[src/hw/blimp_pkg.sv]
//------------------------------------------------------------
// Blimp core package
// Opcode fields, operation and pipe encodings, and the
// structs passed between the pipeline stages
//------------------------------------------------------------

package blimp_pkg;

  //------------------------------------------------------------
  // Sizing
  //------------------------------------------------------------

  localparam int c_seq_bits  = 5;  // Matches the core's default
  localparam int c_num_pipes = 2;  // ALU and multiplier

  //------------------------------------------------------------
  // RV32 encodings in the subset
  //------------------------------------------------------------

  localparam logic [6:0] c_opc_op     = 7'b0110011;  // Reg-reg ops
  localparam logic [6:0] c_opc_op_imm = 7'b0010011;  // Reg-imm ops
  localparam logic [2:0] c_f3_add     = 3'b000;      // ADD, ADDI, MUL
  localparam logic [6:0] c_f7_add     = 7'b0000000;
  localparam logic [6:0] c_f7_mul     = 7'b0000001;  // M extension

  typedef enum logic [1:0] {
    op_add,
    op_addi,
    op_mul,
    op_nop    // Anything outside the subset
  } op_t;

  typedef enum logic {
    pipe_alu,
    pipe_mul
  } pipe_id_t;

  //------------------------------------------------------------
  // Stage-to-stage structs
  //------------------------------------------------------------

  typedef struct packed {
    logic                  val;
    logic [31:0]           pc;
    logic [31:0]           inst;
  } f_d_t;

  typedef struct packed {
    logic                  val;
    logic [c_seq_bits-1:0] seq;
    logic [31:0]           pc;    // Carried for the ROB
    logic [4:0]            waddr;
    logic                  wen;
    op_t                   op;
    logic [31:0]           op_a;
    logic [31:0]           op_b;  // Immediate already placed here for ADDI
  } d_x_t;

  typedef struct packed {
    logic                  val;
    logic [c_seq_bits-1:0] seq;
    logic [31:0]           pc;
    logic [4:0]            waddr;
    logic                  wen;
    logic [31:0]           wdata;
  } x_w_t;

  typedef struct packed {
    logic                  val;
    logic [c_seq_bits-1:0] seq;
    logic [31:0]           pc;
    logic [4:0]            waddr;
    logic                  wen;
    logic [31:0]           wdata;
  } commit_t;

endpackage

[src/hw/pipelined_multiplier.sv]
//------------------------------------------------------------
// Multiplier pipe
// Low 32 bits of the product in the first stage, then a chain
// of register stages; several multiplies can be in flight
//------------------------------------------------------------

`timescale 1ns/1ns

module pipelined_multiplier #(
  parameter int p_pipeline_stages = 4
) (
  input  logic            clk,
  input  logic            rst_n,
  input  blimp_pkg::d_x_t d2mul,
  output blimp_pkg::x_w_t mul2w
);
  import blimp_pkg::*;

  x_w_t        stage_q [p_pipeline_stages];  // Valid bit per stage
  logic [31:0] product;

  assign product = d2mul.op_a * d2mul.op_b;  // Truncated to low word

  //------------------------------------------------------------
  // Stage chain
  //------------------------------------------------------------

  always_ff @(posedge clk) begin
    stage_q[0].seq   <= d2mul.seq;
    stage_q[0].pc    <= d2mul.pc;
    stage_q[0].waddr <= d2mul.waddr;
    stage_q[0].wen   <= d2mul.wen;
    stage_q[0].wdata <= product;
    stage_q[0].val   <= d2mul.val;
    for (int i = 1; i < p_pipeline_stages; i++) begin
      stage_q[i] <= stage_q[i-1];            // Shift data and metadata
    end
    if (!rst_n) begin
      for (int i = 0; i < p_pipeline_stages; i++) begin
        stage_q[i].val <= 1'b0;              // Empty pipe
      end
    end
  end

  // Last stage completes p_pipeline_stages cycles after issue
  assign mul2w = stage_q[p_pipeline_stages-1];

endmodule

[config.mk]
export PLATFORM = sky130hd
export DESIGN_NAME = pipelined_multiplier
export DESIGN_NICKNAME = d
export VERILOG_FILES = /design/src/hw/blimp_pkg.sv /design/src/hw/pipelined_multiplier.sv
export SDC_FILE = /design/constraint.sdc
export NUM_CORES = 1
export LEC_CHECK = 0
export BUFFER_PORTS_ARGS = -buffer_cell sky130_fd_sc_hd__buf_4
export CORE_MARGIN = 8
export CORE_UTILIZATION = 66
export CTS_CLUSTER_SIZE = 20
export DETAILED_ROUTE_END_ITERATION = 8
export PLACE_DENSITY = 0.87
export SLEW_MARGIN = 20
export SYNTH_ARGS = -nofsm -noshare
export SYNTH_HDL_FRONTEND = slang
export SYNTH_SLANG_ARGS = --single-unit
[constraint.sdc]
create_clock -name clk -period 11.2 [get_ports clk]
set_input_delay 0 -clock clk [delete_from_list [all_inputs] [get_ports clk]]
set_output_delay 0 -clock clk [all_outputs]
set_load 0.01 [all_outputs]
# --- Yosys cells after proc, flatten, opt, wreduce, memory -nomap -nowiden ---
# Memory sizes are Yosys's and may differ from the RTL's.
# Cells that the tools add are included.
totals:
  memories: 1
  ramBits: 304
  input_bits: 112
  register_bits: 0
memory_table:
  columns: ["name", "depth", "word_bits", "rd", "rd_ports_with_merged_regs", "wr", "line_no", "text"]
  rows:
  - ["stage_q", 4, 76, 4, 0, 4, "pipelined_multiplier.sv:19", "x_w_t stage_q [p_pipeline_stages];"]
classes:
  muxes: 5
  mul: 1
  n_bitwise: 4
ops:
  columns: ["op", "n"]
  rows:
  - ["multiplier 32 x 32 -> 32 bit", 1]
  - ["2-to-1 mux 1 bit", 5]
  - ["bitwise OR 1 bit (first input constant)", 4]

# --- Longest topological paths before layout ---
logic_depth:
  ltp_word: 2
  mapped_depth: 26

# --- Least setup slack after synthesis ---
# No wires, ideal clock.
synth_timing:
  kind: "input to register"
  start: "in d2mul[2] in the netlist's numbering"
  end: "mem stage_q[0][27] in the netlist's numbering"
  path_buffers: 2
  setup_ps: 62
  path_slack_ps: 5002
  t_required_ps: 11138
  path_stages: 24
  t_arrival_ps: 6137
  cell_sequence: "clkbuf_1 > clkbuf_1 > and2_1 > fa_1 > inv_1 > fa_1 > fa_1 > fa_1 > inv_1 > fa_1 > inv_1 > fa_1 > inv_1 > fa_1 > fa_1 > ha_1 > o21a_1 > o21ai_2 > o21bai_1 > nand2_1 > o221ai_2 > a21oi_1 > or4_1 > nand3_1"
synth_rtl:
  columns: ["element", "line_no", "text"]
  rows:
  - ["start, declared", "pipelined_multiplier.sv:14", "input blimp_pkg::d_x_t d2mul,"]
  - ["end, declared", "pipelined_multiplier.sv:19", null]

==> flow_summary.toml <==
[run_status]
status = "completed"

[critical_path]
path_common_cell = "fa_1"
path_cells = "buf_4 -> and2_1 -> fa_1 -> fa_1 -> fa_1 -> inv_1 -> fa_1 -> inv_1 -> fa_1 -> inv_1 -> fa_1 -> inv_1 -> fa_1 -> fa_1 -> ha_1 -> o21a_1 -> o21ai_2 -> o21bai_1 -> nand2_1 -> o221ai_2 -> a21oi_1 -> or4_1 -> nand3_1"
cp.required_ps = 11670
path_buf_inv = 5
reg2reg_from = "stage_q[2][75]"
cpMaxStageDelayCell = "fa_1"
crit_family = "adder cells"
path_class = "in -> reg"
startpoint_type = "input port"
end_kind = "register"
startpoint = "d2mul[43]"
critPathMaxFanout = 21
cpPeakStageDelay_ps = 540
crit_arrival_ps = 6640

[timing]
finalCriticalPeriod_ps = 6170
max-slew-margin-rel = 0.578
finalMaxSlewViolations = 0
max_slew.worst_pin.slew_ps = 627
clock_skew_ps = 21.2
rsz0062_at_grt = "no"
setup_violations = 0
hold_violations = 0
fin_crit_sh = 0.551
tns_ps = 0
fmax_mhz = 162

[floorplanning]
pin_count = 188
rows = 67
die_area_um2 = 39400
coreArea_um2 = 33100
die_width_um = 198
chipHeight_um = 198
initial_core_util = 0.663

[detailed_routing]
num_vias = 14400
drtAntennaViolNets = 0
dr.first_iter.drc_count = 852
drc = 0
postRouteWirelength_um = 51000
dr.pass1.iters = 5
avgViaCountPerCell = 5.38
wl_per_cell_um = 19.1

[cells_and_area]
layout.nets = 2854
diodes = 0
drive_gt1_frac = 0.112
multi_input_area_um2 = 14200
layout.area.seq_um2 = 6090
nFillCells = 2109
largest_reg_flops = 304
top_register = "stage_q"
reg_top3 = "stage_q x304"
area_growth_syn_to_layout_pct = 13.8

[place]
io_buffers = 185
gp_congestion = 0.891
dp_hpwl_um = 37300

[clocking]
clock_sinks = 304
cts-root-buf = "clkbuf_16"
htree_levels = 1
clk_path_buf_depth = 3
cts_buffers = 28
post_cts_buffers = 0
clkTransAtPathRegs_ps = 60
clock_latency_ps = 540
cts_tree = "built"

[synth]
syn_inst = 2029
yosys_register_bits = 304
synth_seq_area_share = 0.277
synthTopCellsByArea = "fa_1 (37%), dfxtp_1 (28%), and2_1 (11%), ha_1 (7.0%), inv_1 (6.2%)"
avgSynthCellArea_um2 = 10.8
synth_ff_type = "dfxtp_1"
yosysWarnings = 0
yosys.area.top_type = "fa_1"
synth_edf_count = 0
yosysTopAreaCellShare = 0.372
synth_area_um2 = 22000
yosysUniqueCellTypes = 47
ys_async_sr_fraction = 0
synth_fp_nets = 2672

[global_route]
grt_max_degree = 33
grt_use_total = 0.270
overflow = 0
grt_pass1_vias = 16400
antenna_found_initial = 0
grt_first_pass_wirelength_um = 83500

[worst_hold_path]
min-delay-start = "d2mul[89]"
hp-class = "in -> reg"

[job]
drv_cap = 0
stage by stage:
stage	instances	util	hold WS [ps]	instance area [µm²]	setup WS, ps
floorplan	2029	-	27.7	22000	5000
global placement	2582	0.713	105	23600	4600
detailed placement	2582	0.713	106	23600	4490
CTS	2678	0.755	66.5	25000	5060
global route	2678	0.755	78.9	25000	4780
finish	2678	0.755	99.9	25000	5030
Yosys cell counts, types with 3 or more instances:
master and n:
a211oi_1 3, a211oi_2 3, a21o_1 10, a21oi_1 17, a21oi_2 4, a31oi_1 6
and2_1 371, clkbuf_1 79, dfxtp_1 304, fa_1 408, ha_1 123, inv_1 361
nand2_1 173, nand2b_1 5, nand4_1 3, nor2_1 22, nor2b_1 3, nor3_1 4
o211ai_1 4, o21a_1 5, o21ai_0 9, o21bai_1 3, xnor2_1 62, xor2_1 18
logic make-up after synthesis:
logic type	share of synthesized area
adders and majority gates	0.442
buffers and inverters	0.0754
xor gates and xnor gates	0.0326
DFF	0.277
AOI/OAI and AO/OA	0.0253
and+or+nand+nor	0.148
routing by layer:
layer,wire (µm),track usage
met2,25600,0.482
met4,2530,0.131
met3,3970,0.0435
met1,18900,0.316
met5,0,0
cell usage in the layout, fill, tap and decap left out, types with 5 or more instances in the layout:
cell type / count
fa_1: 408
clkbuf_16: 28
dlygate4sd3_1: 47
nor2_1: 22
a31oi_1: 6
inv_1: 361
ha_1: 123
dfxtp_1: 304
nand2b_1: 5
nand2_1: 173
xnor2_1: 62
a21oi_1: 17
o21a_1: 5
xor2_1: 18
buf_4: 185
a21o_1: 10
and2_1: 371
o21ai_0: 9
layout make-up:
class | instances | area share
clock buffer | 36 | 0.0308
clock inverter | 13 | 0.00546
inverter | 361 | 0.0542
multi-input combinational | 1284 | 0.569
sequential | 304 | 0.244
tap | 448 | 0.0224
timing repair buffer | 232 | 0.0744
final timing paths:
path / to / slack (ps) / cells past startpoint
max: stage_q[0][27] / 5030 / 23
min: stage_q[0][55] / 100 / 2
min reg2reg: stage_q[2][2] / 320 / 0
max reg2reg: stage_q[3][75] / 10640 / 1
what timing repair did:
item	4_1_cts	5_1_grt
resized for setup	0	0
hold buffers	47	0
hold endpoints to repair	48	0
Power is left out: the tool's default activity adds up to more than one toggle a clock period on the data nets, which glitch-free logic cannot reach.
