<file path="config.mk">
export PLATFORM = sky130hd
export DESIGN_NAME = fetch_unit
export DESIGN_NICKNAME = d
export VERILOG_FILES = /design/src/hw/blimp_pkg.sv /design/src/hw/fetch_unit.sv
export SDC_FILE = /design/constraint.sdc
export NUM_CORES = 1
export LEC_CHECK = 0
export BUFFER_PORTS_ARGS = -buffer_cell sky130_fd_sc_hd__buf_2
export CORE_MARGIN = 3
export CORE_UTILIZATION = 40
export DETAILED_ROUTE_END_ITERATION = 10
export HOLD_SLACK_MARGIN = 0.03
export PLACE_DENSITY = 0.72
export SYNTH_ARGS = -nofsm -noshare
export SYNTH_HDL_FRONTEND = slang
export SYNTH_SLANG_ARGS = --single-unit
</file>
<file path="constraint.sdc">
create_clock -name clk -period 7.9 [get_ports clk]
set_clock_uncertainty 0.05 [all_clocks]
set_input_delay 1.58 -clock clk [delete_from_list [all_inputs] [get_ports clk]]
set_output_delay 1.58 -clock clk [all_outputs]
set_load 0.005 [all_outputs]
</file>
<file path="src/hw/blimp_pkg.sv">
//------------------------------------------------------------
// Blimp core package
// Opcode fields, operation and pipe encodings, and the
// structs passed between the pipeline stages
//------------------------------------------------------------

package blimp_pkg;

  //------------------------------------------------------------
  // Sizing
  //------------------------------------------------------------

  localparam int c_seq_bits  = 5;  // Matches the core's default
  localparam int c_num_pipes = 2;  // ALU and multiplier

  //------------------------------------------------------------
  // RV32 encodings in the subset
  //------------------------------------------------------------

  localparam logic [6:0] c_opc_op     = 7'b0110011;  // Reg-reg ops
  localparam logic [6:0] c_opc_op_imm = 7'b0010011;  // Reg-imm ops
  localparam logic [2:0] c_f3_add     = 3'b000;      // ADD, ADDI, MUL
  localparam logic [6:0] c_f7_add     = 7'b0000000;
  localparam logic [6:0] c_f7_mul     = 7'b0000001;  // M extension

  typedef enum logic [1:0] {
    op_add,
    op_addi,
    op_mul,
    op_nop    // Anything outside the subset
  } op_t;

  typedef enum logic {
    pipe_alu,
    pipe_mul
  } pipe_id_t;

  //------------------------------------------------------------
  // Stage-to-stage structs
  //------------------------------------------------------------

  typedef struct packed {
    logic                  val;
    logic [31:0]           pc;
    logic [31:0]           inst;
  } f_d_t;

  typedef struct packed {
    logic                  val;
    logic [c_seq_bits-1:0] seq;
    logic [31:0]           pc;    // Carried for the ROB
    logic [4:0]            waddr;
    logic                  wen;
    op_t                   op;
    logic [31:0]           op_a;
    logic [31:0]           op_b;  // Immediate already placed here for ADDI
  } d_x_t;

  typedef struct packed {
    logic                  val;
    logic [c_seq_bits-1:0] seq;
    logic [31:0]           pc;
    logic [4:0]            waddr;
    logic                  wen;
    logic [31:0]           wdata;
  } x_w_t;

  typedef struct packed {
    logic                  val;
    logic [c_seq_bits-1:0] seq;
    logic [31:0]           pc;
    logic [4:0]            waddr;
    logic                  wen;
    logic [31:0]           wdata;
  } commit_t;

endpackage

</file>
<file path="src/hw/fetch_unit.sv">
//------------------------------------------------------------
// Fetch unit
// Sequential PC, instruction memory requests and a one-entry
// hold buffer that parks a response while decode stalls
//------------------------------------------------------------

`timescale 1ns/1ns

module fetch_unit (
  input  logic            clk,
  input  logic            rst_n,
  input  logic            decode_stall,
  output logic            imem_req,
  output logic [31:0]     imem_addr,
  input  logic            imem_resp_val,
  input  logic [31:0]     imem_resp_data,
  output blimp_pkg::f_d_t f2d
);
  import blimp_pkg::*;

  logic        run_q;      // Low through reset, then fetch runs
  logic [31:0] pc_q;       // Address of the next request
  logic [31:0] resp_pc_q;  // Address of the request in flight
  f_d_t        hold_q;     // Parked response

  // Hold buffer drains in any cycle without a stall
  assign imem_req  = run_q && !decode_stall;
  assign imem_addr = pc_q;

  always_comb begin
    if (hold_q.val) begin
      f2d = hold_q;                 // Parked entry goes first
    end else begin
      f2d.val  = imem_resp_val;     // Response passes straight through
      f2d.pc   = resp_pc_q;
      f2d.inst = imem_resp_data;
    end
  end

  always_ff @(posedge clk) begin
    if (imem_req) begin
      resp_pc_q <= pc_q;            // Tag for next cycle's response
    end
    if (!hold_q.val && imem_resp_val && decode_stall) begin
      hold_q.pc   <= resp_pc_q;
      hold_q.inst <= imem_resp_data;
    end
    if (!rst_n) begin
      run_q      <= 1'b0;
      pc_q       <= '0;
      hold_q.val <= 1'b0;
    end else begin
      run_q <= 1'b1;
      if (imem_req) pc_q <= pc_q + 32'd4;
      if (hold_q.val) begin
        if (!decode_stall) hold_q.val <= 1'b0;  // Decode took it
      end else if (imem_resp_val && decode_stall) begin
        hold_q.val <= 1'b1;                     // Park the response
      end
    end
  end

  // Memory answers one cycle after each request and never unprompted
  assert property (@(posedge clk) disable iff (!rst_n)
    imem_resp_val |-> $past(imem_req))
    else $error("fetch_unit: response without a request");

endmodule

</file>
After elaboration in Yosys (flattened, before gate mapping)
Index checks and enable logic that the tools add are counted.
{"block": "word_totals", "register_bits": 130, "latch_bits": 0, "mem_bits_rw": 0, "romBits": 0, "out_inout_bits": 98, "elab_cells": 18, "n_memories": 0}
{"block": "op_classes", "add_sub_neg": 1, "multipliers": 0, "div_mod_pow": 0, "order_cmp": 0, "n_eq_ne": 0, "shifts": 0, "mux": 5, "bitwise_logic": 0, "n_reduce_logical": 6}
{"cell": "$mux 65", "n": 1}
{"cell": "$add 32x3->32 const B", "n": 1}
{"cell": "$logic_and 1x1->1", "n": 4}
{"cell": "$mux 1", "n": 4}
{"cell": "$logic_not 1->1", "n": 2}

Longest topological paths before layout
{"block": "logic_depth", "word_depth": 3, "ltp_mapped": 7}

Worst setup path before layout
No wires, ideal clock.
{"block": "synth_timing", "path_type": "input -> register", "start": "input port decode_stall", "end": "register hold_q[0] in the netlist's numbering, enable pin", "setup_ns": 0.484, "arrival_ns": 4.245, "required_ns": 7.366, "slack_ns": 3.121, "cell_stages": 2, "path_cell_list": "nand2_1 > nor2_1"}
{"block": "synth_between", "elab_chain_cells": 1}
{"item": "from (decl)", "line": "fetch_unit.sv:12", "text": "input logic decode_stall,"}
{"item": "$logic_and 1x1->1", "line": "fetch_unit.sv:44", "text": "if (!hold_q.val && imem_resp_val && decode_stall) begin"}
{"item": "to (decl)", "line": "fetch_unit.sv:24", "text": "f_d_t hold_q;"}
Every way passes these cells.
A chain may end at the register's enable or synchronous reset.

==> run metrics <==
status finished clean; Final Net Count 507; CP max stage cell buf_4; IO buf count 129; Synth area leader edfxtp_1; CP startpoint kind flop; area grow syn2layout 26.2%; Via density 5.05; Synth Area in Compound Gates 4.34%; post-CTS sizing 0; # rows 40; DR top layer met4; CP Data Arrival Time 2130 ps; Final Worst Setup Slack 4140 ps; area of the core 0.0121 sq mm; Post-Syn Area 0.00502 sq mm; top cells by count, synth 92 x edfxtp_1, 62 x mux2_2, 32 x dfxtp_1; Finish-stage setup viols 0; final max-slew violation count 0; fin crit share 47.5%; Max clock buf depth 2; critical path, cell by cell buf_4 > mux2_2 > buf_2; post-synthesis cell count 337; die span in x 118 um; n_diodes 0; latest clock arrival within the worst-skew pair 400 ps; I/O pin total 134; gr ovfl total 0; post-synthesis simple-gate area fraction 8.75%; Routed Antenna Nets 0; RSZ-0062 raised after global routing no; pwr dens 232 mW/mm^2; Pre-antenna DRT Iters 4; count leader, synth edfxtp_1; Avg Synthesized Cell Area 14.9 sq um; post-CTS setup buffer count 0; Post-synth top flop edfxtp_1; placed inst area 0.00581 sq mm; Design Area, Final 0.00633 sq mm; full die area 0.0139 sq mm; Worst Tran Pin Value 979 ps; number of enable flip-flop cells after synthesis 92; XOR/XNOR Fraction of Synth Area 1.57%; share of cells above drive strength 1 47.5%; FFs w/ async S/R, synth 0%; Worst Path Max Fanout 51; main area contributors after synthesis edfxtp_1 55%, mux2_2 14%, dfxtp_1 13%; total number of yosys warnings 0; TritonCTS Buffers 17; Sum Neg Setup Slack 0 ps; initial antenna violation count 0; final hold violation count 0; critical path buffer and inverter count 2; met2 wire length 5.15 mm; Slowest Stage Delay on Critical Path 600 ps; clock sinks 124; depth of the CTS H-tree 4; Seq cells post-synth 124; relative slew slack 34.7%; VDD IR max 0.131 mV; WP data required 6270 ps; largest net degree at the start of global routing 52; DRC viols 0; Detail Route met3 WL 525 um; Vias 3285; Leakage 2.55 nW; HP Class reg2reg; fin crit period 3760 ps; clk root buf clkbuf_16; worst hold slack 399 ps; max frequency 266 MHz; Seq/Total Area, Yosys 67.8%; Synth top area share 55.1%; Initial DRC Count 227; Detailed Route WL 10.4 mm; mux cell area share after synthesis 14.3%; first-pass GRT wire length 16.4 mm; Post-CTS Hold Buffers 0; max-cap viol count 0; Yosys cell types 38; CTS tree built; kind of critical path reg2out; crit-path leading delay family buffers and inverters; fill cell count 1016; largest family of logic cells by synthesized area multiplexers; GPL Wtd Cong 0.702; DP Worst Slack 4190 ps; Adder-Cell Fraction of Synth Area 0.249%; HPWL Detailed 7.05 mm; DR WL/cell 16.1 um; endpoint type of the worst setup path output pin; die height 118 um; Initial Util 41.4%; all-layer global routing usage 15.1%; M1 wire length 4.55 mm; vias in the first global route 3252; Clock Pin Slew Worst Setup and Hold Paths 50 ps
-- registers in the layout, indices dropped and copies added, names as in the netlist --
signal     flops
run_q          1
imem_addr     30
hold_q        63
resp_pc_q     30
-- per-layer routing --
metal	GRT usage [%]	vias to the layer above
li1	-	1547
met1	17.8	1602
met2	24.6	114
met3	4.37	22
met4	8.86	0
met5	0	-
-- per-stage QoR --
| stage | power, mW | instances | utilization [%] |
|---|---|---|---|
| 2_1_floorplan | 0.769 | 340 | - |
| 3_3_place_gp | 0.799 | 619 | 47.9 |
| 3_5_place_dp | 0.803 | 619 | 47.9 |
| 4_1_cts | 1.49 | 650 | 52.3 |
| 5_1_grt | 1.52 | 650 | 52.3 |
| 6_report | 1.47 | 650 | 52.3 |
-- final timing paths --
path	from	to	slack (ps)	cells after the start
max	hold_q[64]	f2d[50]	4140	3
min	resp_pc_q[24]	hold_q[56]	400	0
max reg2reg	imem_addr[2]	imem_addr[24]	5380	5
min reg2reg	resp_pc_q[24]	hold_q[56]	400	0
-- worst register-to-register path: stages (launching register included) --
cell and delay (ps):
dfxtp_1 420, ha_1 230, nand3b_4 120, or4_1 850
or4_1 590, a21oi_1 170
-- cells by family (layout without fill, tap and decap cells) --
kind of cell,count (synthesis),count (layout)
AND/OR/NAND/NOR,72,72
buffers and inverters,28,170
multiplexers,64,64
adder cells (fa/ha/maj),1,1
AO/OA/AOI/OAI,38,38
other,1,4
flip-flops,124,124
XOR/XNOR,9,9
-- placed cells by master (no fill, tap or decap), types with 2 or more instances in the layout --
cell       count
buf_2        129
edfxtp_1      92
mux2_2        62
dfxtp_1       31
a21oi_1       19
clkbuf_16     17
or4_1         14
o31ai_1       11
nand2_1       10
nor2_1        10
o21ai_0        8
or3_1          8
inv_1          7
nand3_1        7
xnor2_1        6
nand4_1        5
clkinv_2       5
conb_1         4
clkinv_1       4
nor3_1         3
xor2_1         3
buf_4          3
or2_2          2
mux2i_1        2
clkbuf_1       2
-- area by class of cell --
type	instances	area, sq um	share of cell area (%)
clock inverter	11	77.6	1.23
sequential	124	3400	53.8
multi-input combinational	188	1500	23.6
timing repair buffer	132	668	10.6
tap	168	210	3.32
clock buffer	20	447	7.06
inverter	7	26.3	0.415
-- report_power, final --
part | total (mW) | switching (mW) | internal, mW | leakage (nW)
registers | 0.718 | 0.00555 | 0.713 | 1.22
logic | 0.0703 | 0.0358 | 0.0344 | 1.07
clock network | 0.682 | 0.252 | 0.430 | 0.259
total | 1.47 | 0.293 | 1.18 | 2.55
Power figures use the tool's default switching activity.
