===== src/hw/blimp_pkg.sv =====
//------------------------------------------------------------
// Blimp core package
// Opcode fields, operation and pipe encodings, and the
// structs passed between the pipeline stages
//------------------------------------------------------------

package blimp_pkg;

  //------------------------------------------------------------
  // Sizing
  //------------------------------------------------------------

  localparam int c_seq_bits  = 5;  // Matches the core's default
  localparam int c_num_pipes = 2;  // ALU and multiplier

  //------------------------------------------------------------
  // RV32 encodings in the subset
  //------------------------------------------------------------

  localparam logic [6:0] c_opc_op     = 7'b0110011;  // Reg-reg ops
  localparam logic [6:0] c_opc_op_imm = 7'b0010011;  // Reg-imm ops
  localparam logic [2:0] c_f3_add     = 3'b000;      // ADD, ADDI, MUL
  localparam logic [6:0] c_f7_add     = 7'b0000000;
  localparam logic [6:0] c_f7_mul     = 7'b0000001;  // M extension

  typedef enum logic [1:0] {
    op_add,
    op_addi,
    op_mul,
    op_nop    // Anything outside the subset
  } op_t;

  typedef enum logic {
    pipe_alu,
    pipe_mul
  } pipe_id_t;

  //------------------------------------------------------------
  // Stage-to-stage structs
  //------------------------------------------------------------

  typedef struct packed {
    logic                  val;
    logic [31:0]           pc;
    logic [31:0]           inst;
  } f_d_t;

  typedef struct packed {
    logic                  val;
    logic [c_seq_bits-1:0] seq;
    logic [31:0]           pc;    // Carried for the ROB
    logic [4:0]            waddr;
    logic                  wen;
    op_t                   op;
    logic [31:0]           op_a;
    logic [31:0]           op_b;  // Immediate already placed here for ADDI
  } d_x_t;

  typedef struct packed {
    logic                  val;
    logic [c_seq_bits-1:0] seq;
    logic [31:0]           pc;
    logic [4:0]            waddr;
    logic                  wen;
    logic [31:0]           wdata;
  } x_w_t;

  typedef struct packed {
    logic                  val;
    logic [c_seq_bits-1:0] seq;
    logic [31:0]           pc;
    logic [4:0]            waddr;
    logic                  wen;
    logic [31:0]           wdata;
  } commit_t;

endpackage


===== src/hw/alu_unit.sv =====
//------------------------------------------------------------
// ALU pipe
// Single-cycle adder for ADD and ADDI, also retires no-ops
//------------------------------------------------------------

`timescale 1ns/1ns

module alu_unit (
  input  logic            clk,
  input  logic            rst_n,
  input  blimp_pkg::d_x_t d2alu,
  output blimp_pkg::x_w_t alu2w
);
  import blimp_pkg::*;

  logic [31:0] result;

  // ADDI already has its immediate in op_b
  always_comb begin
    case (d2alu.op)
      op_add,
      op_addi: result = d2alu.op_a + d2alu.op_b;
      default: result = '0;   // No-op writes nothing useful
    endcase
  end

  always_ff @(posedge clk) begin
    // Metadata follows the result to writeback
    alu2w.seq   <= d2alu.seq;
    alu2w.pc    <= d2alu.pc;
    alu2w.waddr <= d2alu.waddr;
    alu2w.wen   <= d2alu.wen;
    alu2w.wdata <= result;
    if (!rst_n) begin
      alu2w.val <= 1'b0;
    end else begin
      alu2w.val <= d2alu.val;
    end
  end

endmodule


===== config.mk =====
export PLATFORM = sky130hd
export DESIGN_NAME = alu_unit
export DESIGN_NICKNAME = d
export VERILOG_FILES = /design/src/hw/blimp_pkg.sv /design/src/hw/alu_unit.sv
export SDC_FILE = /design/constraint.sdc
export NUM_CORES = 1
export LEC_CHECK = 0
export BUFFER_PORTS_ARGS = -buffer_cell sky130_fd_sc_hd__buf_2
export CORE_AREA = 2 2 92 103
export DETAILED_ROUTE_END_ITERATION = 8
export DIE_AREA = 0 0 94 105
export GPL_ROUTABILITY_DRIVEN = 0
export GPL_TIMING_DRIVEN = 0
export HOLD_SLACK_MARGIN = 0.1
export MAX_ROUTING_LAYER = met4
export PLACE_DENSITY_LB_ADDON = 0.3
export SETUP_SLACK_MARGIN = 0.2
export SLEW_MARGIN = 40
export SYNTH_ARGS = -nofsm -noshare
export SYNTH_HDL_FRONTEND = slang
export SYNTH_SLANG_ARGS = --single-unit

===== constraint.sdc =====
create_clock -name clk -period 2.75 [get_ports clk]
set_input_delay 0.55 -clock clk [delete_from_list [all_inputs] [get_ports clk]]
set_output_delay 0.55 -clock clk [all_outputs]
set_load 0.01 [all_outputs]

Word level (Yosys, flattened, before mapping)
Cells that the tools add are included.
Cells by class
  add/sub/neg operators: 1
  equal/unequal tests: 1
  reduce and logical (&&, ||, !) cells: 2
Operators with widths (count)
  $add A32 B32 Y32: 1
  $eq A2 B1 Y1 const B: 1
  $logic_not A2 Y1: 1
  $reduce_or A2 Y1: 1
Word-level totals
  bits in registers: 76
  output and inout port bits: 76
  word-level logic and storage cells: 10

Longest topological paths before layout
  depth in word-level cells: 2
  mapped depth: 8

Worst setup path before layout
OpenSTA, ideal clock, no wires.
  path kind: input-to-reg
  start point: input port d2alu[0] (netlist name)
  end point: register alu2w[28] (netlist name)
  data arrival time: 2.650 ns
  setup slack: 0.036 ns
  stages on the path: 8
  path buffers: 0
  path through: ha_1 -> fa_1 -> a21o_1 -> a221o_1 -> a21o_4 -> a31oi_4 -> or4b_1 -> nand4_1
On the way
  cells in the longest elaborated chain, start to end: 1
RTL lines
  start: declaration: RTL line alu_unit.sv:11  | input blimp_pkg::d_x_t d2alu,
  $add A32 B32 Y32: RTL line alu_unit.sv:22  | op_addi: result = d2alu.op_a + d2alu.op_b;
  end: declaration: RTL line alu_unit.sv:12  | output blimp_pkg::x_w_t alu2w
Every way passes these cells.
A chain may end at the register's enable or synchronous reset.

Worst setup path after layout
  start point: input port d2alu[32] (netlist name)
  end point: register alu2w[28] (netlist name)
The elaborated chain is that of the path after synthesis.

==> metrics.md <==
| Metric | Value |
|---|---|
| First-pass GRT wire length | `15400 µm` |
| Ant diodes | `0` |
| Largest regs | `alu2w: 76 flops` |
| Hold Vio Cnt, Final | `0` |
| Initial Utilization | `40.4%` |
| Max-Cap Viols | `0` |
| Area grow syn2layout | `38.3%` |
| Num ports | `188` |
| Largest net degree at the start of global routing | `15` |
| WHS Endpoint | `alu2w[40]` |
| HP Start | `d2alu[74]` |
| Syn_nets | `517` |
| RSZ-0062 raised after global routing | `true` |
| Core region area | `8780 µm²` |
| Synth cell types | `57` |
| Initial antenna violation count | `0` |
| Post-synth EDFFs | `0` |
| DRT Pass-1 Iters | `4` |
| Crit path buf inv count | `1` |
| Die height | `105 µm` |
| Largest Register | `alu2w` |
| WP data arrival | `2.83 ns` |
| Hold Crit Class | `input pin to register` |
| Final Max Tran Viols | `0` |
| #FFs+latches synth | `76` |
| Input/output buffers | `about 190` |
| Crit path depth | `9` |
| DIE AREA | `9870 µm²` |
| CTS root buffer | `clkbuf_8` |
| Worst Tran Pin Value | `between 0.5 and 0.6 ns` |
| Max_slew headroom | `between 60 and 70%` |
| WHS Path Cells | `1` |
| Placed Area | `4640 µm²` |
| Design area | `4910 µm²` |
| Fin crit share | `92.4%` |
| Critical Path End Type | `register` |
| Critical Path Start Type | `input pin` |
| CP max FO | `6` |
| Average cell area after synthesis | `around 9.5 µm²` |
| Placement row count | `36` |
| DP Wirelength | `8210 µm` |
| DRC viols | `0` |
| Setup violators final | `0` |
| Register area | `1520 µm²` |
| Power Dens Cells | `591 nW/µm²` |
| Vias in the first global route | `3240` |
| CTS H-Tree Depth | `3` |
| Fillcell total | `between 800 and 900` |
| # nets final | `717` |
| Primary FF master, synth | `dfxtp_1` |
| Fmax | `0.394 GHz` |
| Post-route antenna net violation count | `0` |
| Asr flop ratio synth | `0%` |
| Mapped cell area | `3550 µm²` |
| Slowest cell on the critical path | `or4b_1` |
| Total global-route track usage | `between 20% and 30%` |
| Max VDD drop | `0.000301 V` |
| DR vias | `about 3600` |
| Clock Sinks | `76` |
| Warnings, synthesis | `0` |
| Grt total ovfl | `0` |
| Delay-heaviest family, CP | `compound AO/OA/AOI/OAI gates` |
| Req. time, crit path | `3.04 ns` |
| Crit path cell chain | `buf_6, ha_4, fa_2, a21o_1, a221o_1, a21o_4, a31oi_4, or4b_1, nand4_1` |
| Vias per inst | `5.15` |
| Static Leak | `about 2.4 nW` |
| Clock transition at path regs | `0.08 ns` |
| Drt first-iter violations | `around 200` |
| Worst path max stage delay | `0.47 ns` |
| Drt total wl | `10200 µm` |
| Kind of critical path | `input pin to register` |
| Cells after Synth | `373` |
| Clock buffer depth | `2` |
| Status | `complete, no violations` |
| TritonCTS Buffers | `9` |
| Minimum clock period | `2.54 ns` |
| CTS tree | `built` |
| Sequential area share after synthesis | `around 43%` |
| Min Hold Slack | `0.302 ns` |
| Max reg flops | `76` |
| DR WL/cell | `14.7 µm` |
| Multi-input gate area | `just under 2000 µm²` |
| Die width | `between 90 and 100 µm` |
| Layout cells sized above 1 | `37.4%` |
-- metal layers --
metal  GRT usage (%)  wire length, µm  vias up  part of all wire [%]
li1                -                -     1773                     -
met1            24.2             4190     1605                    41
met2            33.5             4860      169                    48
met3            5.34              920       17                   9.1
met4            5.80              174        0                   1.7
met5               -                0        -                     0
-- layout by cell type (no fill, tap or decap), types with 2 or more instances in the layout --
master | synthesis | layout
a211oi_1 | 2 | 2
and3_1 | 5 | 5
nor3b_1 | 5 | 5
a211o_1 | 3 | 3
a21o_1 | 14 | 14
ha_1 | 31 | 30
a21oi_1 | 37 | 36
nand2b_1 | 6 | 6
mux2_1 | 4 | 4
o22ai_1 | 2 | 2
nand3b_1 | 2 | 2
clkinv_4 | 0 | 2
bufinv_16 | 0 | 2
a31oi_1 | 3 | 3
buf_2 | 0 | 183
o21ai_0 | 12 | 12
a41o_1 | 2 | 2
and4_1 | 2 | 2
xnor2_1 | 9 | 9
nand3_1 | 8 | 8
nand2_1 | 21 | 21
inv_1 | 3 | 3
clkbuf_8 | 0 | 9
xor2_1 | 7 | 7
and2_1 | 3 | 3
nand4_1 | 8 | 8
nor2_1 | 33 | 33
nor2b_1 | 9 | 9
clkbuf_1 | 15 | 15
a31o_1 | 2 | 2
dfxtp_1 | 76 | 76
o21bai_1 | 3 | 3
o21a_1 | 4 | 4
nor3_1 | 7 | 7
a21boi_0 | 2 | 2
buf_6 | 0 | 2
o211ai_1 | 8 | 8
buf_4 | 0 | 4
-- final cells by class --
type	instances	share of cell area, %
buffer	16	1.22
clock inverter	7	2.01
inverter	3	0.229
clock buffer	9	2.52
timing repair buffer	189	19.7
multi-input combinational	278	40.4
sequential	76	31.0
tap	114	2.90
-- worst max path at each step --
stage / start / end
finish: d2alu[32] / alu2w[28]
floorplan: d2alu[0] / alu2w[28]
CTS: d2alu[18] / alu2w[29]
global placement: d2alu[0] / alu2w[28]
detailed placement: d2alu[0] / alu2w[28]
global route: d2alu[32] / alu2w[28]
-- per-stage QoR --
| step | power (mW) | cells | setup slack, ns | setup TNS [ns] | util, % |
|---|---|---|---|---|---|
| 5_1_grt | 3.07 | 692 | 0.161 | 0 | 55.9 |
| 2_1_floorplan | 1.69 | 373 | 0.123 | 0 | - |
| 3_3_place_gp | 1.95 | 672 | -0.204 | -0.681 | 52.8 |
| 6_report | 2.90 | 692 | 0.210 | 0 | 55.9 |
| 4_1_cts | 2.92 | 689 | 0.206 | 0 | 55.4 |
| 3_5_place_dp | 1.96 | 672 | -0.209 | -0.692 | 52.8 |
-- synthesized netlist by cell type, types with 6 or more instances --
cell / count / area (µm²)
a21oi_1: 37 / 185
o211ai_1: 8 / 60.1
o21ai_0: 12 / 60.1
a21o_1: 14 / 105
clkbuf_1: 15 / 56.3
xnor2_1: 9 / 78.8
nor3_1: 7 / 35.0
dfxtp_1: 76 / 1520
xor2_1: 7 / 61.3
nand4_1: 8 / 50.1
nor2_1: 33 / 124
nor2b_1: 9 / 56.3
nand3_1: 8 / 40.0
nand2_1: 21 / 78.8
ha_1: 31 / 388
nand2b_1: 6 / 37.5
-- where the power goes --
group	leakage [nW]	internal, mW	switching (mW)
clock	0.110	0.516	0.438
combinational	1.64	0.325	0.406
sequential	0.638	1.20	0.0216
total	2.39	2.04	0.865
-- cell families (layout without fill, tap and decap cells) --
logic type      Yosys count  after routing  share of synthesized area (%)
xor+xnor                 16             16                           3.95
buf+inv                  19            224                           2.01
mux                       4              4                           1.27
fa+ha+maj                32             32                           11.5
flops                    76             76                           42.8
compound gates          113            113                           22.3
simple gates            113            113                           16.2
-- what timing repair did --
item | 4_1_cts | 5_1_grt
hold buffers | 0 | 0
pin swaps | 2 | 7
cloned | 0 | 0
setup buffers | 1 | 3
endpoints found under the setup margin | 1 | 3
resized for setup | 0 | 5
Power figures use the tool's default switching activity.
