## src/hw/blimp_pkg.sv

```systemverilog
//------------------------------------------------------------
// Blimp core package
// Opcode fields, operation and pipe encodings, and the
// structs passed between the pipeline stages
//------------------------------------------------------------

package blimp_pkg;

  //------------------------------------------------------------
  // Sizing
  //------------------------------------------------------------

  localparam int c_seq_bits  = 5;  // Matches the core's default
  localparam int c_num_pipes = 2;  // ALU and multiplier

  //------------------------------------------------------------
  // RV32 encodings in the subset
  //------------------------------------------------------------

  localparam logic [6:0] c_opc_op     = 7'b0110011;  // Reg-reg ops
  localparam logic [6:0] c_opc_op_imm = 7'b0010011;  // Reg-imm ops
  localparam logic [2:0] c_f3_add     = 3'b000;      // ADD, ADDI, MUL
  localparam logic [6:0] c_f7_add     = 7'b0000000;
  localparam logic [6:0] c_f7_mul     = 7'b0000001;  // M extension

  typedef enum logic [1:0] {
    op_add,
    op_addi,
    op_mul,
    op_nop    // Anything outside the subset
  } op_t;

  typedef enum logic {
    pipe_alu,
    pipe_mul
  } pipe_id_t;

  //------------------------------------------------------------
  // Stage-to-stage structs
  //------------------------------------------------------------

  typedef struct packed {
    logic                  val;
    logic [31:0]           pc;
    logic [31:0]           inst;
  } f_d_t;

  typedef struct packed {
    logic                  val;
    logic [c_seq_bits-1:0] seq;
    logic [31:0]           pc;    // Carried for the ROB
    logic [4:0]            waddr;
    logic                  wen;
    op_t                   op;
    logic [31:0]           op_a;
    logic [31:0]           op_b;  // Immediate already placed here for ADDI
  } d_x_t;

  typedef struct packed {
    logic                  val;
    logic [c_seq_bits-1:0] seq;
    logic [31:0]           pc;
    logic [4:0]            waddr;
    logic                  wen;
    logic [31:0]           wdata;
  } x_w_t;

  typedef struct packed {
    logic                  val;
    logic [c_seq_bits-1:0] seq;
    logic [31:0]           pc;
    logic [4:0]            waddr;
    logic                  wen;
    logic [31:0]           wdata;
  } commit_t;

endpackage

```

## src/hw/decode_issue_unit.sv

```systemverilog
//------------------------------------------------------------
// Decode and issue unit
// Decodes ADD, ADDI and MUL, reads the register file, stalls
// on scoreboard hits or a full sequence space, and dispatches
//------------------------------------------------------------

`timescale 1ns/1ns

module decode_issue_unit #(
  parameter int p_seq_num_bits = blimp_pkg::c_seq_bits
) (
  input  logic               clk,
  input  logic               rst_n,
  input  blimp_pkg::f_d_t    f2d,
  output logic               decode_stall,
  output blimp_pkg::d_x_t    d2alu,
  output blimp_pkg::d_x_t    d2mul,
  input  blimp_pkg::commit_t commit
);
  import blimp_pkg::*;

  localparam int rob_depth = 1 << p_seq_num_bits;

  // Instruction fields
  logic [6:0]  opcode;
  logic [4:0]  rd;
  logic [2:0]  funct3;
  logic [4:0]  rs1;
  logic [4:0]  rs2;
  logic [6:0]  funct7;
  logic [31:0] imm_i;

  op_t         op;
  logic        uses_rs1;
  logic        uses_rs2;
  logic        wen;
  logic [31:0] rs1_data;
  logic [31:0] rs2_data;

  // Architectural state
  logic [31:0] rf_q [32];
  logic [31:0] sb_q;        // Pending write per register
  logic [p_seq_num_bits-1:0] seq_q;
  logic [p_seq_num_bits:0]   inflight_q;

  logic hazard;
  logic full;
  logic issue;
  pipe_id_t pipe;
  logic [c_num_pipes-1:0] dispatch_val;
  d_x_t issue_pkt;

  assign opcode = f2d.inst[6:0];
  assign rd     = f2d.inst[11:7];
  assign funct3 = f2d.inst[14:12];
  assign rs1    = f2d.inst[19:15];
  assign rs2    = f2d.inst[24:20];
  assign funct7 = f2d.inst[31:25];
  assign imm_i  = {{20{f2d.inst[31]}}, f2d.inst[31:20]};  // Sign extended

  always_comb begin
    op = op_nop;
    if (opcode == c_opc_op && funct3 == c_f3_add) begin
      if (funct7 == c_f7_add) op = op_add;
      else if (funct7 == c_f7_mul) op = op_mul;
    end else if (opcode == c_opc_op_imm && funct3 == c_f3_add) begin
      op = op_addi;
    end
  end

  assign uses_rs1 = (op != op_nop);
  assign uses_rs2 = (op == op_add) || (op == op_mul);
  assign wen      = (op != op_nop) && (rd != 5'd0);  // x0 never written

  assign rs1_data = (rs1 == 5'd0) ? '0 : rf_q[rs1];
  assign rs2_data = (rs2 == 5'd0) ? '0 : rf_q[rs2];

  //------------------------------------------------------------
  // Stall and dispatch
  //------------------------------------------------------------

  assign hazard = (uses_rs1 && sb_q[rs1]) || (uses_rs2 && sb_q[rs2])
               || (wen && sb_q[rd]);
  assign full   = (inflight_q == (p_seq_num_bits + 1)'(rob_depth));

  assign decode_stall = f2d.val && (hazard || full);
  assign issue        = f2d.val && !decode_stall;
  assign pipe         = (op == op_mul) ? pipe_mul : pipe_alu;  // No-ops go to ALU

  always_comb begin
    issue_pkt.val   = issue;
    issue_pkt.seq   = seq_q;
    issue_pkt.pc    = f2d.pc;
    issue_pkt.waddr = rd;
    issue_pkt.wen   = wen;
    issue_pkt.op    = op;
    issue_pkt.op_a  = uses_rs1 ? rs1_data : '0;
    if (op == op_addi) issue_pkt.op_b = imm_i;
    else if (uses_rs2) issue_pkt.op_b = rs2_data;
    else issue_pkt.op_b = '0;                  // No-op sums to 0
  end

  always_comb begin
    dispatch_val       = '0;
    dispatch_val[pipe] = issue_pkt.val;        // Steer the strobe
    d2alu              = issue_pkt;
    d2alu.val          = dispatch_val[pipe_alu];
    d2mul              = issue_pkt;
    d2mul.val          = dispatch_val[pipe_mul];
  end

  always_ff @(posedge clk) begin
    if (!rst_n) begin
      for (int i = 0; i < 32; i++) rf_q[i] <= '0;
      sb_q       <= '0;
      seq_q      <= '0;
      inflight_q <= '0;
    end else begin
      if (commit.val && commit.wen) begin
        rf_q[commit.waddr] <= commit.wdata;    // Visible next cycle
        sb_q[commit.waddr] <= 1'b0;
      end
      if (issue) begin
        seq_q <= seq_q + 1'b1;                 // Wraps with the ROB
        if (wen) sb_q[rd] <= 1'b1;
      end
      case ({issue, commit.val})
        2'b10:   inflight_q <= inflight_q + 1'b1;
        2'b01:   inflight_q <= inflight_q - 1'b1;
        default: inflight_q <= inflight_q;
      endcase
    end
  end

  assert property (@(posedge clk) disable iff (!rst_n)
    $onehot0({d2alu.val, d2mul.val}))
    else $error("decode_issue_unit: dispatch to both pipes");

endmodule

```

## config.mk

```make
export PLATFORM = sky130hd
export DESIGN_NAME = decode_issue_unit
export DESIGN_NICKNAME = d
export VERILOG_FILES = /design/src/hw/blimp_pkg.sv /design/src/hw/decode_issue_unit.sv
export SDC_FILE = /design/constraint.sdc
export NUM_CORES = 2
export LEC_CHECK = 0
export BUFFER_PORTS_ARGS = -buffer_cell sky130_fd_sc_hd__buf_2
export CORE_ASPECT_RATIO = 1.1
export CORE_MARGIN = 2
export CORE_UTILIZATION = 40
export CTS_BUF_LIST = sky130_fd_sc_hd__clkbuf_2 sky130_fd_sc_hd__clkbuf_4 sky130_fd_sc_hd__clkbuf_8
export DETAILED_ROUTE_END_ITERATION = 8
export GPL_TIMING_DRIVEN = 0
export PLACE_DENSITY = 0.61
export SKIP_LAST_GASP = 1
export SLEW_MARGIN = 20
export SYNTH_ARGS = -nofsm -noshare
export SYNTH_HDL_FRONTEND = slang
export SYNTH_SLANG_ARGS = --single-unit
```

## constraint.sdc

```tcl
create_clock -name clk -period 6.8 [get_ports clk]
set_input_delay 0.34 -clock clk [delete_from_list [all_inputs] [get_ports clk]]
set_output_delay 0.34 -clock clk [all_outputs]
set_load 0.01 [all_outputs]
```

Yosys cells after proc, flatten, opt, wreduce, memory -nomap -nowiden:

Memory sizes are Yosys's and may differ from the RTL's.
Index checks and enable logic that the tools add are counted.
W data, S select, Z words.

* register bits after elaboration: 43
* memory bits (writable): 1024
* bits of input ports: 143
* output and inout port bits: 221
* memories: 1

* $add $sub $neg: 3
* $lt $le $gt $ge: 8
* equality and inequality tests: 9
* mux-type cells: 34
* bitwise logic cells: 4
* reduce and logical (&&, ||, !) cells: 25

Memory list
* rf_q: words 32, bits a word 32, read ports 2, clocked after memory_dff 0, write ports 32, line decode_issue_unit.sv:41 `logic [31:0] rf_q [32];`

Operators by type and width (number)
* $mux W32: 10
* $and A32 B32 Y32: 1
* $not A32 Y32: 1
* $or A32 B32 Y32: 1
* $reduce_or A32 Y1: 1
* $lt A5 B6 Y1 const B: 4
* $bmux W1 S5: 3
* $mux W1: 13
* $logic_and A1 B1 Y1: 12
* $pmux W6 S2: 1
* $demux W1 S5: 2
* $ge A5 B1 Y1 const B: 2
* $logic_not A5 Y1: 2
* $eq A7 B1 Y1 const B: 1
* $eq A7 B5 Y1 const B: 1
* $eq A7 B6 Y1 const B: 1
* $logic_not A7 Y1: 1
* $add A6 B1 Y6 const B: 1
* $eq A6 B6 Y1 const B: 1
* $mux W2: 3
* $sub A6 B1 Y6 const B: 1
* $add A5 B1 Y5 const B: 1
* $mux W5: 1
* $reduce_bool A5 Y1: 1
* other kinds (12): 17

Logic depth before layout (Yosys ltp):

* depth after elaboration: 15
* depth in mapped cells: 19

Worst setup path before layout:

No wires, ideal clock.

* kind: in2reg
* start point: input f2d[28] in the netlist's numbering
* end point: register inflight_q[5]
* setup time: 0.076 ns
* arrival: 3.970 ns
* data required time: 6.724 ns
* path slack: 2.754 ns
* stages on the path: 18
* cell sequence: or4_1 > or4b_1 > nor2_2 > inv_1 > a31oi_1 > a41o_2 > nor3_4 > inv_4 > buf_6 > ha_1 > ha_1 > a21o_1 > a21oi_1 > o21bai_1 > a21oi_1 > xor2_1 > or3_1 > a21boi_0

RTL lines
* from (decl): line decode_issue_unit.sv:14 `input blimp_pkg::f_d_t f2d,`
* to (signal assigned): line decode_issue_unit.sv:128 `2'b10: inflight_q <= inflight_q + 1'b1;`
* to (signal assigned): line decode_issue_unit.sv:129 `2'b01: inflight_q <= inflight_q - 1'b1;`
* to (signal assigned): line decode_issue_unit.sv:130 `default: inflight_q <= inflight_q;`
* to (decl): line decode_issue_unit.sv:44 `logic [p_seq_num_bits:0] inflight_q;`

==> flow_summary.yaml <==
cts:
  postCtsSetupBuffers: 0
  clk_root_buffer_cell: "clkbuf_8"
  cts.sinks: 1067
  clkSlewWorstSetupHoldPaths_ns: 0.06
  insertion_delay_ns: 0.96
  cts_buffers: 175
  ctsHtreeMaxLevel: 4
  clk_path_buf_depth: 3
  tritoncts: "yes"
hold_path:
  worstHoldStart: "commit[34]"
  hp-class: "in2reg"
  hold_depth: 5
setup_path:
  arrival_ns: 5.60
  worstReg2RegStart: "sb_q[8]$_SDFF_PN0_"
  rr_worst_depth: 17
  start_kind: "primary input"
  worstPathRequired_ns: 6.46
  critPathLaunch: "f2d[21]"
  criticalPathCategory: "in2out"
  end_kind: "output port"
  worst-path-max-fanout: 10
sta:
  rsz0062_at_grt: "false"
  hold_violations: 0
  slew_viol_final: 0
  period_share: 0.8732
  tns_ns: 0
  fin_ws_ns: 0.8621
  slew_headroom: 0.1253
  finalSetupViolations: 0
  worstMarginPinSlew_ns: 1.312
  clock_skew_ns: 0.03883
  fin_crit_ns: 5.938
  max_freq_mhz: 168.4
place:
  portBuffers: 285
  pre_cts_slack_ns: 1.279
  dpl-instance-area_sq_um: 65030
  hpwl_mm: 192.6
  place.gp.congestion: 1.011
floorplan:
  initial_utilization: 0.4029
  placeableCoreArea_sq_um: 146000
  io_pins: 364
  dieArea_sq_um: 150200
  rows: 147
  die_h_microns: 406.3
  die-width_microns: 369.7
power:
  swShare: 0.2814
  switchingPower_mw: 4.476
  power.share.combinational: 0.148
  total_power_mw: 15.91
  seqPwrFrac: 0.485
  irDropWorstVdd_mv: 0.2087
  p_leak_nw: 25.05
  p_per_area_nw_per_um2: 230.7
  p_int_mw: 11.43
  clkPwrFrac: 0.367
final_layout:
  nFillCells: 12830
  final_net_count: 4861
  fin_area_sq_um: 68950
  area_growth_pct: 17.17
  fin_util: 0.4721
  drive_above_1_share: 0.3086
route:
  wire_per_inst_microns: 38.29
  drcViolationCount: 0
  dr.first_iter.drc_count: 7390
  vias_per_cell: 6.462
  first_pass_iters: 8
  vias: 43920
  ant_nets: 0
  routed_wirelength_mm: 260.2
logic_synthesis:
  synth_cell_types: 67
  avgSynthCellArea_sq_um: 14.23
  synth-edff-count: 1024
  synth_fp_nets: 4284
  synth_cells: 4134
  synth-main-ff-cell: "edfxtp_1"
  seq_area_frac_synth: 0.5372
  ys_warn_count: 0
  synth_seq_cells: 1067
  async_reset_ff_frac: 0
  syn_area_sq_um: 58850
global_route:
  antenna_found_initial: 24
  grt_use_total: 0.3418
  grt_pass1_wl_mm: 344.6
  grt_max_degree: 21
  grt-ovfl-total: 0
  grt_pass1_vias: 41630
outcome:
  status: "finished clean"
flow_run:
  cap_violations: 0
## placed cells by master (no fill, tap or decap), types with 12 or more instances in the layout
master and instances:
o21ai_4 32, mux2i_1 241, buf_16 62, mux4_2 442, a221oi_1 54, nor2_1 78, edfxtp_1 1024, and2_1 1029
clkbuf_1 288, o22ai_1 60, dfxtp_1 43, nand2_1 62, a21oi_1 40, o31ai_1 22, o41ai_1 21, buf_2 373
a211oi_1 31, dlygate4sd3_1 41, clkbuf_8 181, clkbuf_4 66, mux2_2 78, a211o_1 24, o221ai_1 60, o21ai_0 15
diode_2 12, nor3_1 14, buf_4 156, nand2b_1 18, o211ai_1 46, clkinv_1 42, clkbuf_2 42
## repair_timing
item / CTS / global route
hold endpoints to repair: 99 / 0
gates resized for setup: 0 / 0
hold buffers: 41 / 0
## logic make-up after synthesis
family                     Yosys count  synth area share
buffers and inverters              595           0.04990
and+or+nand+nor                   1252            0.1276
adders and majority gates            7          0.001616
AOI/OAI and AO/OA                  446           0.05745
xor gates and xnor gates             5         0.0007443
muxes                              762            0.2255
DFF                               1067            0.5372
## synth_stat cells, drive strengths merged (31+ instances only)
library cell	n	area share
mux4	443	0.17
nor2	79	0.0051
a21oi	40	0.0034
a221oi	54	0.0080
o22ai	60	0.0064
clkbuf	330	0.021
o41ai	31	0.0059
o211ai	46	0.0059
o21ai	48	0.0041
dfxtp	43	0.015
a211oi	31	0.0040
nand2	62	0.0040
mux2i	241	0.041
and2	1029	0.11
edfxtp	1024	0.52
mux2	78	0.015
o221ai	60	0.0089
buf	255	0.028
## per-stage QoR
step,hold WS (ns),instances
after global routing,0.1143,6786
final,0.09377,6797
after global placement,0.4573,6356
after CTS,0.01285,6783
after detailed placement,0.4672,6428
after floorplan,0.4263,4134
## layout make-up
cell class	instances	area, sq um	area share
flip-flops and latches	1067	31610	0.4585
multi-input cells	2472	24680	0.3579
repair buffers	400	3745	0.05431
clock buffers	247	2987	0.04332
plain buffers	585	2970	0.04308
well taps	1937	2424	0.03515
clock inverters	67	466.7	0.006769
inverters	10	40.04	0.0005807
diodes	12	30.03	0.0004355
## final timing paths
path	end	slack, ns
max	d2mul[11]	0.86
min reg2reg	sb_q[0]$_SDFF_PN0_	0.48
min	sb_q[5]$_SDFF_PN0_	0.09
max reg2reg	inflight_q[5]$_SDFFE_PN0P_	2.57
## worst max-delay path, cell delays in order
cell	delay [ns]
buf_2	0.26
buf_2	0.39
clkbuf_1	0.98
buf_2	0.62
clkbuf_2	0.61
buf_16	0.23
mux4_2	0.36
a221oi_1	0.92
o31ai_1	0.41
buf_4	0.26
buf_2	0.13
## state kept, by name (all words and copies together) (netlist names)
signal	count
rf_q	1024
seq_q	5
inflight_q	6
sb_q	32
## layer usage
layer  global-route usage  vias to the layer above  part of all wire
li1                     -                    16930                 -
met1               0.4188                    22210              0.34
met2               0.5003                     3817              0.43
met3               0.1253                      938              0.14
met4               0.2386                       32             0.082
met5                    0                        -           0.00094
## power groups by stage
stage / logic, mW / registers [mW] / clock network (mW)
after global routing: 2.36 / 7.75 / 6.04
after CTS: 2.25 / 7.71 / 5.79
after floorplan: 1.19 / 7.80 / 0
after global placement: 2.05 / 7.88 / 0
after detailed placement: 2.22 / 7.84 / 0
final: 2.36 / 7.72 / 5.83
No activity file was read; power rests on OpenSTA's default activity.
